===== src/versat_macros.svh =====
`ifndef VERSAT_MACROS_SVH
`define VERSAT_MACROS_SVH

// memory address width, also the width of all configuration data
`define MEM_ADDR_W 10

// period, duty and delay counters
`define PERIOD_W 5

// ram word width
`define DATA_W 16

// one address generator and one bank per port
`define NUM_PORTS 4

// configuration field selector
`define CFG_FIELD_W 4

`endif


===== src/versatPkg.sv =====
`include "versat_macros.svh"

package versatPkg;

   typedef logic [`MEM_ADDR_W-1:0]        addrT;
   typedef logic signed [`MEM_ADDR_W-1:0] offsetT;
   typedef logic [`PERIOD_W-1:0]          periodT;
   typedef logic [`DATA_W-1:0]            dataT;
   typedef logic [$clog2(`NUM_PORTS)-1:0] portIdT;
   typedef logic [`CFG_FIELD_W-1:0]       cfgFieldT;

   typedef enum logic [2:0] {IDLE, DELAY, RUN, PAUSE, DONE} agenStateT;

   // field codes for cfgField
   localparam cfgFieldT fieldIterations  = cfgFieldT'(0);
   localparam cfgFieldT fieldPeriod      = cfgFieldT'(1);
   localparam cfgFieldT fieldDuty        = cfgFieldT'(2);
   localparam cfgFieldT fieldDelay       = cfgFieldT'(3);
   localparam cfgFieldT fieldStart       = cfgFieldT'(4);
   localparam cfgFieldT fieldShift       = cfgFieldT'(5);
   localparam cfgFieldT fieldIncr        = cfgFieldT'(6);
   localparam cfgFieldT fieldIterations2 = cfgFieldT'(7);
   localparam cfgFieldT fieldPeriod2     = cfgFieldT'(8);
   localparam cfgFieldT fieldShift2      = cfgFieldT'(9);
   localparam cfgFieldT fieldIncr2       = cfgFieldT'(10);

endpackage


===== src/agenConfig.sv =====
`timescale 1ns/1ps
`include "versat_macros.svh"

module agenConfig (
   input  logic                clk,
   input  logic                rst,
   input  logic                cfgWe,
   input  versatPkg::portIdT   cfgPort,
   input  versatPkg::cfgFieldT cfgField,
   input  versatPkg::addrT     cfgData,
   input  logic                run,
   input  logic                allDone,
   output versatPkg::addrT     iterations  [`NUM_PORTS],
   output versatPkg::periodT   period      [`NUM_PORTS],
   output versatPkg::periodT   duty        [`NUM_PORTS],
   output versatPkg::periodT   delay       [`NUM_PORTS],
   output versatPkg::addrT     start       [`NUM_PORTS],
   output versatPkg::offsetT   shift       [`NUM_PORTS],
   output versatPkg::offsetT   incr        [`NUM_PORTS],
   output versatPkg::addrT     iterations2 [`NUM_PORTS],
   output versatPkg::periodT   period2     [`NUM_PORTS],
   output versatPkg::offsetT   shift2      [`NUM_PORTS],
   output versatPkg::offsetT   incr2       [`NUM_PORTS],
   output logic                portRun,
   output logic                busy
);

   logic              cfgAccept;
   versatPkg::periodT cfgShort;

   assign cfgAccept = cfgWe & ~busy;
   assign cfgShort  = cfgData[`PERIOD_W-1:0];
   assign portRun   = run & ~busy;

   // ports left unprogrammed keep zero iterations and stay disabled
   always_ff @(posedge clk or posedge rst) begin
      if (rst) begin
         for (int p = 0; p < `NUM_PORTS; p++) begin
            iterations[p]  <= '0;
            period[p]      <= '0;
            duty[p]        <= '0;
            delay[p]       <= '0;
            start[p]       <= '0;
            shift[p]       <= '0;
            incr[p]        <= '0;
            iterations2[p] <= '0;
            period2[p]     <= '0;
            shift2[p]      <= '0;
            incr2[p]       <= '0;
         end
      end else if (cfgAccept) begin
         case (cfgField)
            versatPkg::fieldIterations:  iterations[cfgPort]  <= cfgData;
            versatPkg::fieldPeriod:      period[cfgPort]      <= cfgShort;
            versatPkg::fieldDuty:        duty[cfgPort]        <= cfgShort;
            versatPkg::fieldDelay:       delay[cfgPort]       <= cfgShort;
            versatPkg::fieldStart:       start[cfgPort]       <= cfgData;
            versatPkg::fieldShift:       shift[cfgPort]       <= versatPkg::offsetT'(cfgData);
            versatPkg::fieldIncr:        incr[cfgPort]        <= versatPkg::offsetT'(cfgData);
            versatPkg::fieldIterations2: iterations2[cfgPort] <= cfgData;
            versatPkg::fieldPeriod2:     period2[cfgPort]     <= cfgShort;
            versatPkg::fieldShift2:      shift2[cfgPort]      <= versatPkg::offsetT'(cfgData);
            versatPkg::fieldIncr2:       incr2[cfgPort]       <= versatPkg::offsetT'(cfgData);
            default: begin
            end
         endcase
      end
   end

   // busy from an accepted run until every port has finished
   always_ff @(posedge clk or posedge rst) begin
      if (rst) begin
         busy <= 1'b0;
      end else if (portRun) begin
         busy <= 1'b1;
      end else if (allDone) begin
         busy <= 1'b0;
      end
   end

   // every port drops done during an accepted run, so busy cannot clear at once
   assert property (@(posedge clk) disable iff (rst) portRun |=> !allDone)
      else $error("allDone still high after an accepted run");

endmodule


===== config.mk =====
export PLATFORM = sky130hd
export DESIGN_NAME = agenConfig
export DESIGN_NICKNAME = d
export VERILOG_FILES = /design/src/versatPkg.sv /design/src/agenConfig.sv
export VERILOG_INCLUDE_DIRS = /design/src /design/src/src
export SDC_FILE = /design/constraint.sdc
export NUM_CORES = 1
export LEC_CHECK = 0
export ABC_AREA = 0
export BUFFER_PORTS_ARGS = -buffer_cell sky130_fd_sc_hd__buf_2
export CAP_MARGIN = 25
export CELL_PAD_IN_SITES_DETAIL_PLACEMENT = 0
export CELL_PAD_IN_SITES_GLOBAL_PLACEMENT = 2
export CORE_ASPECT_RATIO = 1.5
export CORE_UTILIZATION = 30
export CTS_CLUSTER_DIAMETER = 50
export CTS_CLUSTER_SIZE = 20
export DETAILED_ROUTE_END_ITERATION = 7
export PLACE_DENSITY = 0.77
export SYNTH_ARGS = -nofsm -noshare
export SYNTH_HDL_FRONTEND = slang
export SYNTH_SLANG_ARGS = --single-unit

===== constraint.sdc =====
create_clock -name clk -period 28.5 [get_ports clk]
set_input_delay 5.7 -clock clk [delete_from_list [all_inputs] [get_ports clk]]
set_output_delay 5.7 -clock clk [all_outputs]
set_load 0.01 [all_outputs]

Word-level counts from Yosys, hierarchy flattened

Cells that the tools add are included.
W data, S select, Z words.

Register bits after elaboration: 361
Input port bits: 21

Equal/unequal tests: 10
$lt $le $gt $ge: 2
Bitwise operators: 4
Muxes and demuxes: 17
Reduce and logical (&&, ||, !) cells: 14

Operators with widths:

| cell                 | count |
|---|---|
| $bwmux W40           | 7 |
| $bwmux W20           | 4 |
| $reduce_and A2 Y1    | 11 |
| $demux W10 S2        | 1 |
| $eq A4 B3 Y1 const B | 4 |
| $eq A4 B4 Y1 const B | 3 |
| $demux W5 S2         | 1 |
| $mux W10             | 1 |
| $eq A4 B2 Y1 const B | 2 |
| $mux W5              | 1 |
| $eq A4 B1 Y1 const B | 1 |
| $logic_not A4 Y1     | 1 |
| $ge A3 B3 Y1 const B | 1 |
| $lt A3 B1 Y1 const B | 1 |
| $not A2 Y3           | 1 |
| $and A1 B1 Y1        | 2 |
| $mux W1              | 2 |
| $reduce_bool A2 Y1   | 1 |
| $logic_and A1 B1 Y1  | 1 |
| $not A1 Y1           | 1 |

Logic depth before layout (Yosys ltp)

Depth in word-level cells: 6
Depth in mapped cells: 5

Worst setup path before layout

OpenSTA, ideal clock, no wires.

Path type: input port to output port
From: in run
To: out portRun
Stages: 1
Setup slack: 16.934 ns
Required time: 22.800 ns
Buffers on the path: 0
Arrival time: 5.866 ns
Cells stage by stage: and2b_1

Cells in the longest elaborated chain, start to end: 1

Ends and longest elaborated chain:

| item            | line             | source |
|---|---|---|
| start, declared | agenConfig.sv:11 | `input logic run,` |
| $and A1 B1 Y1   | agenConfig.sv:33 | `assign portRun = run & ~busy;` |
| end, declared   | agenConfig.sv:24 | `output logic portRun,` |

No other way between the ends.

Final worst setup path

Ends and elaborated chain as after synthesis.

==> results.md <==
- Outcome: finished, final reports clean
- Cell accounting for the most synthesized area: dfrtp_1
- Vias post-DR: 8555
- Final estimated routing congestion in global placement: 0.748
- Flops & latches, synth: 361
- Min Clock Period, post-route: 11.78 ns
- Worst Hold Path EP: iterations[22]$_DFFE_PP0P_
- Post-CTS setup buffers: 0
- Vias in the first global route: 8975
- CTS tree: yes
- CP Capture Type: primary output
- Worst Skew: 0.0109 ns
- Port Buffers: 382
- Reg-to-reg slack, setup: 26.18 ns
- CP Max Fanout: 2
- CTS sink cnt: 361
- Post-Route WL: 41.0 mm
- Fill cells: 4295
- Area Overhead vs Synth: 26.7%
- Leak Pwr: 9.68 nW
- Reg2reg start: busy$_DFFE_PP0P_
- Yosys warnings: 0
- Setup TNS after final layout: 0 ns
- Worst-path clk slew: 0.07 ns
- Commonest non-fill, non-tap cell in the layout: buf_2
- Share of cells above drive strength 1: 66.1%
- CTS Buf Count: 29
- FF-to-FF path depth: 3
- Design area: 17500 um2
- Grt ovf: 0
- Setup Crit Path Kind: input port to primary output
- Post-CTS resize count: 0
- Worst hold-check path type: flop to flop
- FF-to-FF End: iterations2[4]$_DFFE_PP0P_
- Die Span Y: 265 um
- Commonest non-fill, non-tap cells in the layout: buf_2, dfrtp_1, mux2_2, nand2_1, clkbuf_16
- I/O Pins: 383
- Nets@finish: 1235
- DP Wirelength: 28.6 mm
- CP Launch Type: input port
- Switch Pwr: 0.314 mW
- Syn Inst Count: 837
- Worst Setup SP: run
- Library cells used by synthesis: 22
- Worst-margin pin slew: 0.990 ns
- Synth top area share: 65.5%
- Switching fraction of total power: 26.8%
- Root Driver: clkbuf_16
- Critical Path AT: 6.08 ns
- Clock power share: 37.1%
- Max Cap Violations: 0
- First-pass GRT wire length: 60.7 mm
- Power Internal: 0.858 mW
- Router iterations before antenna repair: 4
- Slew Viols, Final: 0
- Final setup fails: 0
- Starting DRT DRC Count: 306
- Die width: 177 um
- Seq/Total Area, Yosys: 65.5%
- Headroom to the max-slew limit: 34.0%
- GRT Total Usage: 17.5%
- Full die area: 46800 um2
- Initial Util: 30.6%
- CORE AREA: 45000 um2
- Largest net degree at the start of global routing: 151
- WL/cell: 22.5 um
- DR vias/cell: 4.70
- RSZ-0062 raised after global routing: false
- Cell area after synthesis: 13800 um2
- Dominant cells by area after synthesis: dfrtp_1, mux2_2, clkbuf_1
- Hold Path Depth: 1
- Num rows: 95
- Crit path required time: 22.80 ns
- Flop pwr share: 49.5%
- Antenna violations before repair: 4
- H-Tree Depth: 1
- Final period util: 41.3%
- Hold-fix buffers, CTS: 0
- Worst-case clock buffer depth: 3
- Min-delay src: iterations[22]$_DFFE_PP0P_
- Final Hold Viols: 0
- Syn avg cell area: 16.5 um2
- Drt drc: 0
- Pwr dens: 67.2 nW/um2
- Post-synthesis net count: 858
- Post-DP Area: 16300 um2
- Logic gate share of total power: 13.4%
- Maximum operating frequency: 84.9 MHz
- Clock latency on the worst-skew pair: 0.58 ns
- Final antenna-violating net count: 0
- Maximum VDD drop: 0.0446 mV
## registers in the layout (all words and copies together), names as in the netlist, 20 cells and up
signal / flops
iterations: 40
period2: 20
incr: 40
shift: 40
iterations2: 40
start: 40
delay: 20
period: 20
incr2: 40
shift2: 40
duty: 20
## logic make-up (layout without fill, tap and decap cells)
kind of cell	count (synthesis)	after routing	share of synthesized area, %
AO/OA/AOI/OAI	1	1	0.0363
multiplexers	360	360	29.4
AND/OR/NAND/NOR	69	69	3.66
buffers and inverters	46	445	1.34
flip-flops	361	361	65.5
other	0	1	0
## cell usage after synthesis (all sizes together)
cell,n
buf,15
nand4,3
nand4bb,2
nand2b,1
nor4,1
nor3,4
nand2,31
nand4b,3
nor4b,5
nor2,10
or4b,1
inv,1
mux2,360
and2b,1
and4bb,7
a21oi,1
dfrtp,361
clkbuf,30
## metal layers
| metal | share of wire [%] | track usage (%) |
|---|---|---|
| met4 | 3.7 | 6.57 |
| met5 | 0.054 | 0 |
| met3 | 6.5 | 3.89 |
| met2 | 53 | 32.0 |
| met1 | 37 | 19.4 |
## power groups by stage
stage	clock, mW	sequential [mW]	combinational (mW)
4_1_cts	0.450	0.580	0.159
6_report	0.436	0.580	0.157
3_3_place_gp	0	0.588	0.156
3_5_place_dp	0	0.590	0.159
5_1_grt	0.468	0.586	0.169
2_1_floorplan	0	0.612	0.0572
## area by class of cell
class                   count  area, um2  area share [%]
clock inverters            21        285            1.63
flip-flops and latches    361       9030            51.7
clock buffers              32        737            4.22
repair buffers            391       2100            12.0
multi-input cells         430       4560            26.1
well taps                 582        728            4.17
diodes                      1       2.50          0.0143
inverters                   1       11.3          0.0645
## how the worst max path moves through the flow
stage	slack, ns	endpoint	cells past startpoint
floorplan	12.78	busy$_DFFE_PP0P_	1
global placement	16.71	portRun	3
detailed placement	16.72	portRun	3
CTS	16.72	portRun	3
global route	16.69	portRun	3
finish	16.72	portRun	3
## stage by stage
stage          power (mW)  instances  setup WS, ns  hold slack [ns]  util (%)
2_1_floorplan       0.669        837         12.78            0.529         -
3_3_place_gp        0.744       1759         16.71            0.462      36.1
3_5_place_dp        0.749       1760         16.72            0.475      36.2
4_1_cts              1.19       1813         16.72            0.492      38.5
5_1_grt              1.22       1819         16.69            0.512      38.8
6_report             1.17       1819         16.72            0.488      38.8
## critical path, cell delays in order
cell and delay [ns]:
buf_2 0.10, and2b_1 0.14, buf_2 0.13
Note: power is estimated with default switching activity, not from simulation.
