<file path="config.mk">
export PLATFORM = sky130hd
export DESIGN_NAME = addrGen4Loop
export DESIGN_NICKNAME = d
export VERILOG_FILES = /design/src/versatPkg.sv /design/src/addrGen.sv /design/src/addrGen4Loop.sv
export VERILOG_INCLUDE_DIRS = /design/src /design/src/src
export SDC_FILE = /design/constraint.sdc
export NUM_CORES = 1
export LEC_CHECK = 0
export BUFFER_PORTS_ARGS = -buffer_cell sky130_fd_sc_hd__buf_2
export CORE_MARGIN = 4
export CORE_UTILIZATION = 55
export DETAILED_ROUTE_END_ITERATION = 10
export PLACE_DENSITY_LB_ADDON = 0.05
export SYNTH_ARGS = -nofsm -noshare
export SYNTH_HDL_FRONTEND = slang
export SYNTH_SLANG_ARGS = --single-unit
</file>
<file path="constraint.sdc">
create_clock -name clk -period 4.55 [get_ports clk]
set_clock_uncertainty 0.05 [all_clocks]
set_input_delay 0.455 -clock clk [delete_from_list [all_inputs] [get_ports clk]]
set_output_delay 0.455 -clock clk [all_outputs]
set_load 0.005 [all_outputs]
</file>
<file path="src/versat_macros.svh">
`ifndef VERSAT_MACROS_SVH
`define VERSAT_MACROS_SVH

// memory address width, also the width of all configuration data
`define MEM_ADDR_W 10

// period, duty and delay counters
`define PERIOD_W 5

// ram word width
`define DATA_W 16

// one address generator and one bank per port
`define NUM_PORTS 4

// configuration field selector
`define CFG_FIELD_W 4

`endif

</file>
<file path="src/versatPkg.sv">
`include "versat_macros.svh"

package versatPkg;

   typedef logic [`MEM_ADDR_W-1:0]        addrT;
   typedef logic signed [`MEM_ADDR_W-1:0] offsetT;
   typedef logic [`PERIOD_W-1:0]          periodT;
   typedef logic [`DATA_W-1:0]            dataT;
   typedef logic [$clog2(`NUM_PORTS)-1:0] portIdT;
   typedef logic [`CFG_FIELD_W-1:0]       cfgFieldT;

   typedef enum logic [2:0] {IDLE, DELAY, RUN, PAUSE, DONE} agenStateT;

   // field codes for cfgField
   localparam cfgFieldT fieldIterations  = cfgFieldT'(0);
   localparam cfgFieldT fieldPeriod      = cfgFieldT'(1);
   localparam cfgFieldT fieldDuty        = cfgFieldT'(2);
   localparam cfgFieldT fieldDelay       = cfgFieldT'(3);
   localparam cfgFieldT fieldStart       = cfgFieldT'(4);
   localparam cfgFieldT fieldShift       = cfgFieldT'(5);
   localparam cfgFieldT fieldIncr        = cfgFieldT'(6);
   localparam cfgFieldT fieldIterations2 = cfgFieldT'(7);
   localparam cfgFieldT fieldPeriod2     = cfgFieldT'(8);
   localparam cfgFieldT fieldShift2      = cfgFieldT'(9);
   localparam cfgFieldT fieldIncr2       = cfgFieldT'(10);

endpackage

</file>
<file path="src/addrGen.sv">
`timescale 1ns/1ps

module addrGen (
   input  logic              clk,
   input  logic              rst,
   input  logic              init,
   input  logic              run,
   input  logic              pause,
   input  versatPkg::addrT   iterations,
   input  versatPkg::periodT period,
   input  versatPkg::periodT duty,
   input  versatPkg::periodT delay,
   input  versatPkg::addrT   start,
   input  versatPkg::offsetT shift,
   input  versatPkg::offsetT incr,
   output versatPkg::addrT   addr,
   output logic              memEn,
   output logic              done
);

   versatPkg::agenStateT state;
   versatPkg::addrT      addrReg;
   versatPkg::periodT    dlyCnt;
   versatPkg::periodT    perCnt;
   versatPkg::addrT      iterCnt;
   logic                 active;
   logic                 lastCol;
   logic                 lastIter;

   assign active = (state == versatPkg::RUN) || (state == versatPkg::PAUSE);

   // a period of zero behaves like a period of one
   assign lastCol  = ({1'b0, perCnt} + 1'b1) >= {1'b0, period};
   assign lastIter = ({1'b0, iterCnt} + 1'b1) >= {1'b0, iterations};

   always_ff @(posedge clk or posedge rst) begin
      if (rst) begin
         state   <= versatPkg::IDLE;
         addrReg <= '0;
         dlyCnt  <= '0;
         perCnt  <= '0;
         iterCnt <= '0;
      end else if (init || run) begin
         if (init) begin
            addrReg <= start;
            perCnt  <= '0;
            iterCnt <= '0;
         end
         if (run) begin
            dlyCnt <= delay;
            if (iterations == '0) begin
               state <= versatPkg::DONE;
            end else if (delay == '0) begin
               state <= versatPkg::RUN;
            end else begin
               state <= versatPkg::DELAY;
            end
         end else begin
            state <= versatPkg::IDLE;
         end
      end else begin
         case (state)
            versatPkg::DELAY: begin
               if (!pause) begin
                  if (dlyCnt == versatPkg::periodT'(1)) begin
                     state <= versatPkg::RUN;
                  end else begin
                     dlyCnt <= dlyCnt - 1'b1;
                  end
               end
            end
            versatPkg::RUN, versatPkg::PAUSE: begin
               if (pause) begin
                  state <= versatPkg::PAUSE;
               end else if (lastCol) begin
                  // end of a pass: shift replaces the increment
                  perCnt  <= '0;
                  addrReg <= addrReg + versatPkg::addrT'(shift);
                  iterCnt <= iterCnt + 1'b1;
                  state   <= lastIter ? versatPkg::DONE : versatPkg::RUN;
               end else begin
                  perCnt  <= perCnt + 1'b1;
                  addrReg <= addrReg + versatPkg::addrT'(incr);
                  state   <= versatPkg::RUN;
               end
            end
            default: begin
               state <= state;
            end
         endcase
      end
   end

   assign addr = addrReg;

   // enable covers the first duty cycles of every period
   assign memEn = active && (perCnt < duty);

   // idle generators count as finished
   assign done = (state == versatPkg::IDLE) || (state == versatPkg::DONE);

   // the chaining logic never starts a generator it is holding
   assert property (@(posedge clk) disable iff (rst) run |-> !pause)
      else $error("addrGen started while paused");

endmodule

</file>
<file path="src/addrGen4Loop.sv">
`timescale 1ns/1ps

module addrGen4Loop (
   input  logic              clk,
   input  logic              rst,
   input  logic              run,
   input  versatPkg::addrT   iterations,
   input  versatPkg::periodT period,
   input  versatPkg::periodT duty,
   input  versatPkg::periodT delay,
   input  versatPkg::addrT   start,
   input  versatPkg::offsetT shift,
   input  versatPkg::offsetT incr,
   input  versatPkg::addrT   iterations2,
   input  versatPkg::periodT period2,
   input  versatPkg::offsetT shift2,
   input  versatPkg::offsetT incr2,
   output versatPkg::addrT   addr,
   output logic              memEn,
   output logic              done
);

   versatPkg::addrT   addrOuter;
   versatPkg::addrT   startInner;
   versatPkg::periodT delayInner;
   logic              memEnOuter;
   logic              doneOuter;
   logic              doneInner;
   logic              doneInnerReg;
   logic              readyInner;
   logic              readyOuter;
   logic              firstStep;
   logic              restartInner;
   logic              runInner;
   logic              pauseOuter;

   assign readyInner = |iterations;
   assign readyOuter = |iterations2;

   // inner pattern just ended while the outer still holds an address
   assign restartInner = doneInner & ~doneInnerReg & memEnOuter;
   assign runInner     = run | restartInner;

   // first pattern starts at start, later ones at the outer address
   assign startInner = run ? start : addrOuter;
   assign delayInner = run ? delay : '0;

   // outer steps right after its own start and on each inner restart,
   // so it always has the next start address ready
   assign pauseOuter = ~(run | firstStep | restartInner);

   assign done = doneInner & (doneOuter | ~readyOuter) & ~run;

   addrGen u_inner (
      .clk        (clk),
      .rst        (rst),
      .init       (runInner),
      .run        (runInner & readyInner),
      .pause      (1'b0),
      .iterations (iterations),
      .period     (period),
      .duty       (duty),
      .delay      (delayInner),
      .start      (startInner),
      .shift      (shift),
      .incr       (incr),
      .addr       (addr),
      .memEn      (memEn),
      .done       (doneInner)
   );

   // outer level walks the pattern starts, enabled on every cycle
   addrGen u_outer (
      .clk        (clk),
      .rst        (rst),
      .init       (run),
      .run        (run & readyOuter & readyInner),
      .pause      (pauseOuter),
      .iterations (iterations2),
      .period     (period2),
      .duty       (period2),
      .delay      ('0),
      .start      (start),
      .shift      (shift2),
      .incr       (incr2),
      .addr       (addrOuter),
      .memEn      (memEnOuter),
      .done       (doneOuter)
   );

   always_ff @(posedge clk or posedge rst) begin
      if (rst) begin
         doneInnerReg <= 1'b1;
         firstStep    <= 1'b0;
      end else begin
         doneInnerReg <= doneInner;
         firstStep    <= run & readyOuter;
      end
   end

   // a finished port stays finished until the next run starts it
   assert property (@(posedge clk) disable iff (rst) done |=> done || run)
      else $error("port left done without a run");

endmodule

</file>
# Word level (Yosys, flattened, before mapping)
# Index checks and enable logic that the tools add are counted.
# op_classes
muxes	54
n_reduce_logical	35
eq_ne	19
addsub	14
n_lt_le_gt_ge	6
bitwise_logic	14
# ops
cell	n
10-bit two-way mux	18
5-bit two-way mux	19
3-bit two-way mux	14
10-bit adder	4
10-bit by 1-bit adder with 11-bit output, second input constant	2
11-bit by 10-bit >= comparator with 1-bit output	2
10-bit by 1-bit adder with 10-bit output, second input constant	2
10-bit zero test	2
10-bit OR reduction	2
2-bit nonzero test	7
5-bit by 1-bit adder with 6-bit output, second input constant	2
3-bit by 2-bit == test with 1-bit output, second input constant	4
6-bit by 5-bit >= comparator with 1-bit output	2
3-bit case mux with 2 select lines	2
3-bit AND reduction	4
5-bit by 1-bit adder with 5-bit output, second input constant	2
5-bit by 1-bit == test with 1-bit output, second input constant	2
5-bit less-than comparator	2
5-bit by 1-bit subtractor with 5-bit output, second input constant	2
2-bit by 1-bit inequality test with 1-bit output, second input constant	4
4-bit AND reduction	2
1-bit bitwise AND	7
3-bit by 1-bit == test with 1-bit output, second input constant	2
3-bit == test, second input constant	2
other kinds (13)	31
# word_totals
output_inout_bits	12
regBits	68

# Logic depth before layout (Yosys ltp)
# depth
depth_word	9
mapped_depth	20
ltp_nobuf	19

# Modules after synthesis
# From an unflattened synthesis, not the netlist that was laid out.
# hier_totals
cells_unflattened	709
hier_area_um2	5916.9
# modules_own_cells
module	cells_per_inst	instances	area_per_inst_um2
addrGen at u_inner	338	1	2861.5
addrGen at u_outer	333	1	2715.1
addrGen4Loop	38	1	340.3

# Worst setup path after synthesis
# Ideal clock, no wire load.
# synth_path
path_kind	reg-to-reg
from	register u_inner.perCnt[0]
to	register u_inner.addrReg[9], in the netlist u_inner.addr[9]
slack_ps	564
arrival_ps	3811
path_stages_with_launch	17
path_buffers	1
setup_ps	125
cell_sequence	dfrtp_1 -> ha_1 -> xor2_1 -> ha_1 -> o21ai_0 -> o21a_1 -> o21ai_1 -> clkbuf_1 -> mux2_2 -> ha_1 -> o21ai_0 -> o21ai_0 -> o311a_1 -> nor4_1 -> or4_1 -> mux2i_1 -> nor3_1
# synth_between
elab_chain_cells	5
# synth_lines
element	line_no	text
start: declaration	addrGen.sv:24	versatPkg::periodT perCnt;
start signal: assignment	addrGen.sv:82	perCnt <= perCnt + 1'b1;
5-bit by 1-bit adder with 6-bit output	addrGen.sv:33	assign lastCol = ({1'b0, perCnt} + 1'b1) >= {1'b0, period};
6-bit by 5-bit >= comparator with 1-bit output	addrGen.sv:33	
10-bit two-way mux	addrGen.sv:75	end else if (lastCol) begin
10-bit two-way mux	addrGen.sv:62	case (state)
10-bit two-way mux	addrGen.sv:43	end else if (init || run) begin
end signal: assignment	addrGen.sv:45	addrReg <= start;
end signal: assignment	addrGen.sv:78	addrReg <= addrReg + versatPkg::addrT'(shift);
end signal: assignment	addrGen.sv:83	addrReg <= addrReg + versatPkg::addrT'(incr);
end: declaration	addrGen.sv:22	versatPkg::addrT addrReg;
# Every way passes these cells. The select of a mux whose other input is x is not followed.
# A chain may end at the register's enable or synchronous reset.

# Final worst setup path
# Same ends and word-level chain as after synthesis.

==> flow_metrics.py <==
metrics = {
    "die": {
        "die_x_um": 109,
        "die_area_um2": 11900,
        "fp-row-count": 36,
        "ios": 105,
        "die_y_um": 109,
        "core_um2": 9860,
        "start_util_pct": 57.0,
    },
    "clock_network": {
        "path_clk_slew_ps": 70,
        "cts_resized": 0,
        "cts_tree": "built",
        "hold_buffers": 0,
        "clock_path_buffers": 2,
        "clk_latency_ps": 350,
        "post-cts-setup-buffer-count": 0,
        "cts-htree-levels": 3,
        "cts_sinks": 68,
        "cts_made_buffers": 9,
        "cts-root-buf": "clkbuf_8",
    },
    "timing": {
        "period_minus_slack_ps": 4000,
        "fmax_ghz": 0.250,
        "rsz0062_at_grt": "no",
        "fin_tns_setup_ps": 0,
        "setup_viol": 0,
        "hold_viol": 0,
        "slew-limit-headroom_pct": 35.6,
        "tightestPinTransition_ps": 964,
        "maxSlewViolCount": 0,
        "min_period_over_period_pct": 87.8,
    },
    "pwr": {
        "p_leak_nw": 3.27,
        "peakVddDrop_mv": 0.160,
        "power_density_nw_per_um2": 318,
    },
    "critical_path": {
        "setup.worst_path.start": "u_inner.perCnt[0]$_DFFE_PP0P_",
        "reg2reg_from": "u_inner.perCnt[0]$_DFFE_PP0P_",
        "cp-start-kind": "flop",
        "required_ps": 4760,
        "crit_top_cell": "ha_1",
        "slowest_stage": "dfrtp_1",
        "cp-end-kind": "flop",
        "worst-r2r-setup-slack_ps": 550,
        "cp.arrival_ps": 4210,
        "critPathCapture": "u_inner.addr[9]$_DFFE_PP0P_",
        "cpPeakStageDelay_ps": 460,
        "critical_path_depth": 15,
        "crit_fanout": 7,
        "path_cells": "ha_1, xor2_1, ha_1, o21ai_0, o21a_1, o21ai_2, mux2_2, ha_1, a211oi_1, o21ai_0, o311a_1, nor4_1, or4_1, mux2i_1, nor3_1",
        "reg2reg_depth": 15,
        "cp_num_buf_inv": 0,
        "critPathKind": "reg -> reg",
        "rr_endpoint": "u_inner.addr[9]$_DFFE_PP0P_",
        "critical_path.top_delay_family": "compound AO/OA/AOI/OAI gates",
    },
    "cells_and_area": {
        "areaGrowthSynthToFinish_pct": 14.3,
        "drive_gt1_share_pct": 18.8,
        "layout.nets": 931,
        "antenna_cells": 0,
        "fin_util_pct": 65.2,
        "nFillCells": 860,
    },
    "synth": {
        "synthArstFlopShare_pct": 100,
        "synth_edf_count": 0,
        "synth_cells": 672,
        "synth_flop_cell": "dfrtp_1",
        "synth_top_area_share_pct": 29.8,
        "synth_area_leaders": "dfrtp_1 30%, ha_1 14%, nand2_1 5.7%",
        "yosysTopAreaCell": "dfrtp_1",
        "synth_area_um2": 5630,
        "yosysSeqAreaShare_pct": 30.3,
        "synth_fp_nets": 832,
        "yosysWarnings": 0,
        "syn_avg_cell_area_um2": 8.37,
        "ys_types": 60,
        "ys_ff_latch": 68,
    },
    "drt": {
        "routed_via_density": 5.60,
        "ant_nets": 0,
        "first_pass_iters": 4,
        "routed_wl_mm": 13.7,
        "drc": 0,
        "wl_per_cell_um": 15.1,
        "drtIter0Drc": 249,
        "vias": 5086,
    },
    "run_status": {
        "status": "completed",
    },
    "global_routing": {
        "track_usage_pct": 24.2,
        "grt_pass1_vias": 4990,
        "grt_max_degree": 42,
        "grt_pass1_wl_mm": 23.0,
        "overflow": 0,
        "antenna_found_initial": 0,
    },
    "placed_design": {
        "place_congestion": 0.967,
        "port_buffers": 104,
        "hpwl_mm": 10.7,
    },
    "flow_run": {
        "drv_cap": 0,
    },
    "min_path": {
        "worstHoldPathType": "in -> async",
    },
}
## power by group
group          internal, mW  switching (mW)
sequential            0.691          0.0946
combinational         0.364           0.440
clock                 0.227           0.229
total                  1.28           0.764
## how the worst min path moves through the flow
| stage | from | endpoint | slack (ps) | cells past startpoint |
|---|---|---|---|---|
| after CTS | rst | u_outer.iterCnt[5]$_DFFE_PP0P_ | 280 | 2 |
| after global routing | start[6] | u_outer.addr[6]$_DFFE_PP0P_ | 310 | 3 |
| after detailed placement | u_outer.iterCnt[4]$_DFFE_PP0P_ | u_outer.iterCnt[4]$_DFFE_PP0P_ | 480 | 2 |
| after global placement | u_outer.iterCnt[9]$_DFFE_PP0P_ | u_outer.iterCnt[9]$_DFFE_PP0P_ | 460 | 2 |
| after floorplan | u_inner.state[0]$_DFFE_PP0P_ | doneInnerReg$_DFF_PP1_ | 420 | 1 |
| final | rst | u_outer.dlyCnt[1]$_DFFE_PP0P_ | 250 | 2 |
## layer usage
layer / global-route usage, % / vias up / share of wire, %
met5: 0 / - / 0
met3: 3.97 / 16 / 6.1
li1: - / 2574 / -
met2: 37.9 / 133 / 44
met4: 8.57 / 0 / 2.0
met1: 33.9 / 2363 / 48
## state kept, by name (all words and copies together) (netlist names)
register         count
doneInnerReg         1
firstStep            1
u_inner.addr        10
u_inner.dlyCnt       5
u_inner.iterCnt     10
u_inner.perCnt       5
u_inner.state        3
u_outer.addr        10
u_outer.dlyCnt       5
u_outer.iterCnt     10
u_outer.perCnt       5
u_outer.state        3
## cell usage after synthesis, types with 6 or more instances
cell type  number
o21ai_0        47
ha_1           65
mux2i_1         8
nand2b_1       11
a21oi_1        26
a21o_1         12
or3_1           6
nand4_1         7
a211oi_1       10
dfrtp_1        67
a31oi_1        13
clkbuf_1       16
and3_1         12
xor2_1         24
nor3_1         10
o31ai_1         6
mux2_2         10
a221oi_1        6
nand2_1        86
nand3_1        16
nor2b_1         8
nor4_1          7
nor2_1         61
inv_1          49
xnor2_1        25
## cell families (layout without fill, tap and decap cells)
| family | after synthesis | in the layout | share of synthesized area (%) |
|---|---|---|---|
| AO/OA/AOI/OAI | 156 | 156 | 18.0 |
| XOR/XNOR | 49 | 49 | 7.63 |
| adder cells (fa/ha/maj) | 67 | 67 | 15.2 |
| multiplexers | 18 | 18 | 3.43 |
| flip-flops | 68 | 68 | 30.3 |
| AND/OR/NAND/NOR | 242 | 242 | 20.4 |
| buffers and inverters | 72 | 176 | 5.14 |
## layout by cell type (no fill, tap or decap), drive strengths merged, types with 4 or more instances in the layout
master	Yosys	final
nand2	87	87
nand3	16	16
nand2b	11	11
nor3	10	10
a22o	4	4
mux2i	8	8
a221oi	6	6
mux2	10	10
dfrtp	67	67
o31ai	6	6
inv	49	49
nor2b	8	8
a31oi	13	13
o21a	5	5
a21o	12	12
and2	4	4
a21boi	4	4
or3	6	6
clkbuf	16	14
a211oi	11	11
xor2	24	24
and3	12	12
a21oi	26	26
ha	65	65
buf	6	110
nand4	7	7
xnor2	25	25
o21ai	53	53
nor2	61	61
nor4	7	7
## final cells by class
class,instances,area [um^2],share of cell area [%]
repair buffers,110,566,8.79
well taps,133,166,2.59
flip-flops and latches,68,1700,26.5
clock inverters,2,10.0,0.156
clock buffers,14,163,2.53
multi-input cells,532,3640,56.5
inverters,50,188,2.92
## stage by stage
step	hold slack (ps)	setup slack, ps	power (mW)	std cells	cell area [um^2]
5_1_grt	310	139	2.21	909	6430
6_report	251	555	2.05	909	6430
2_1_floorplan	421	564	1.37	672	5630
4_1_cts	279	463	2.05	909	6430
3_5_place_dp	475	485	1.60	893	6260
3_3_place_gp	457	611	1.57	893	6260
(Power assumes the default switching activity.)
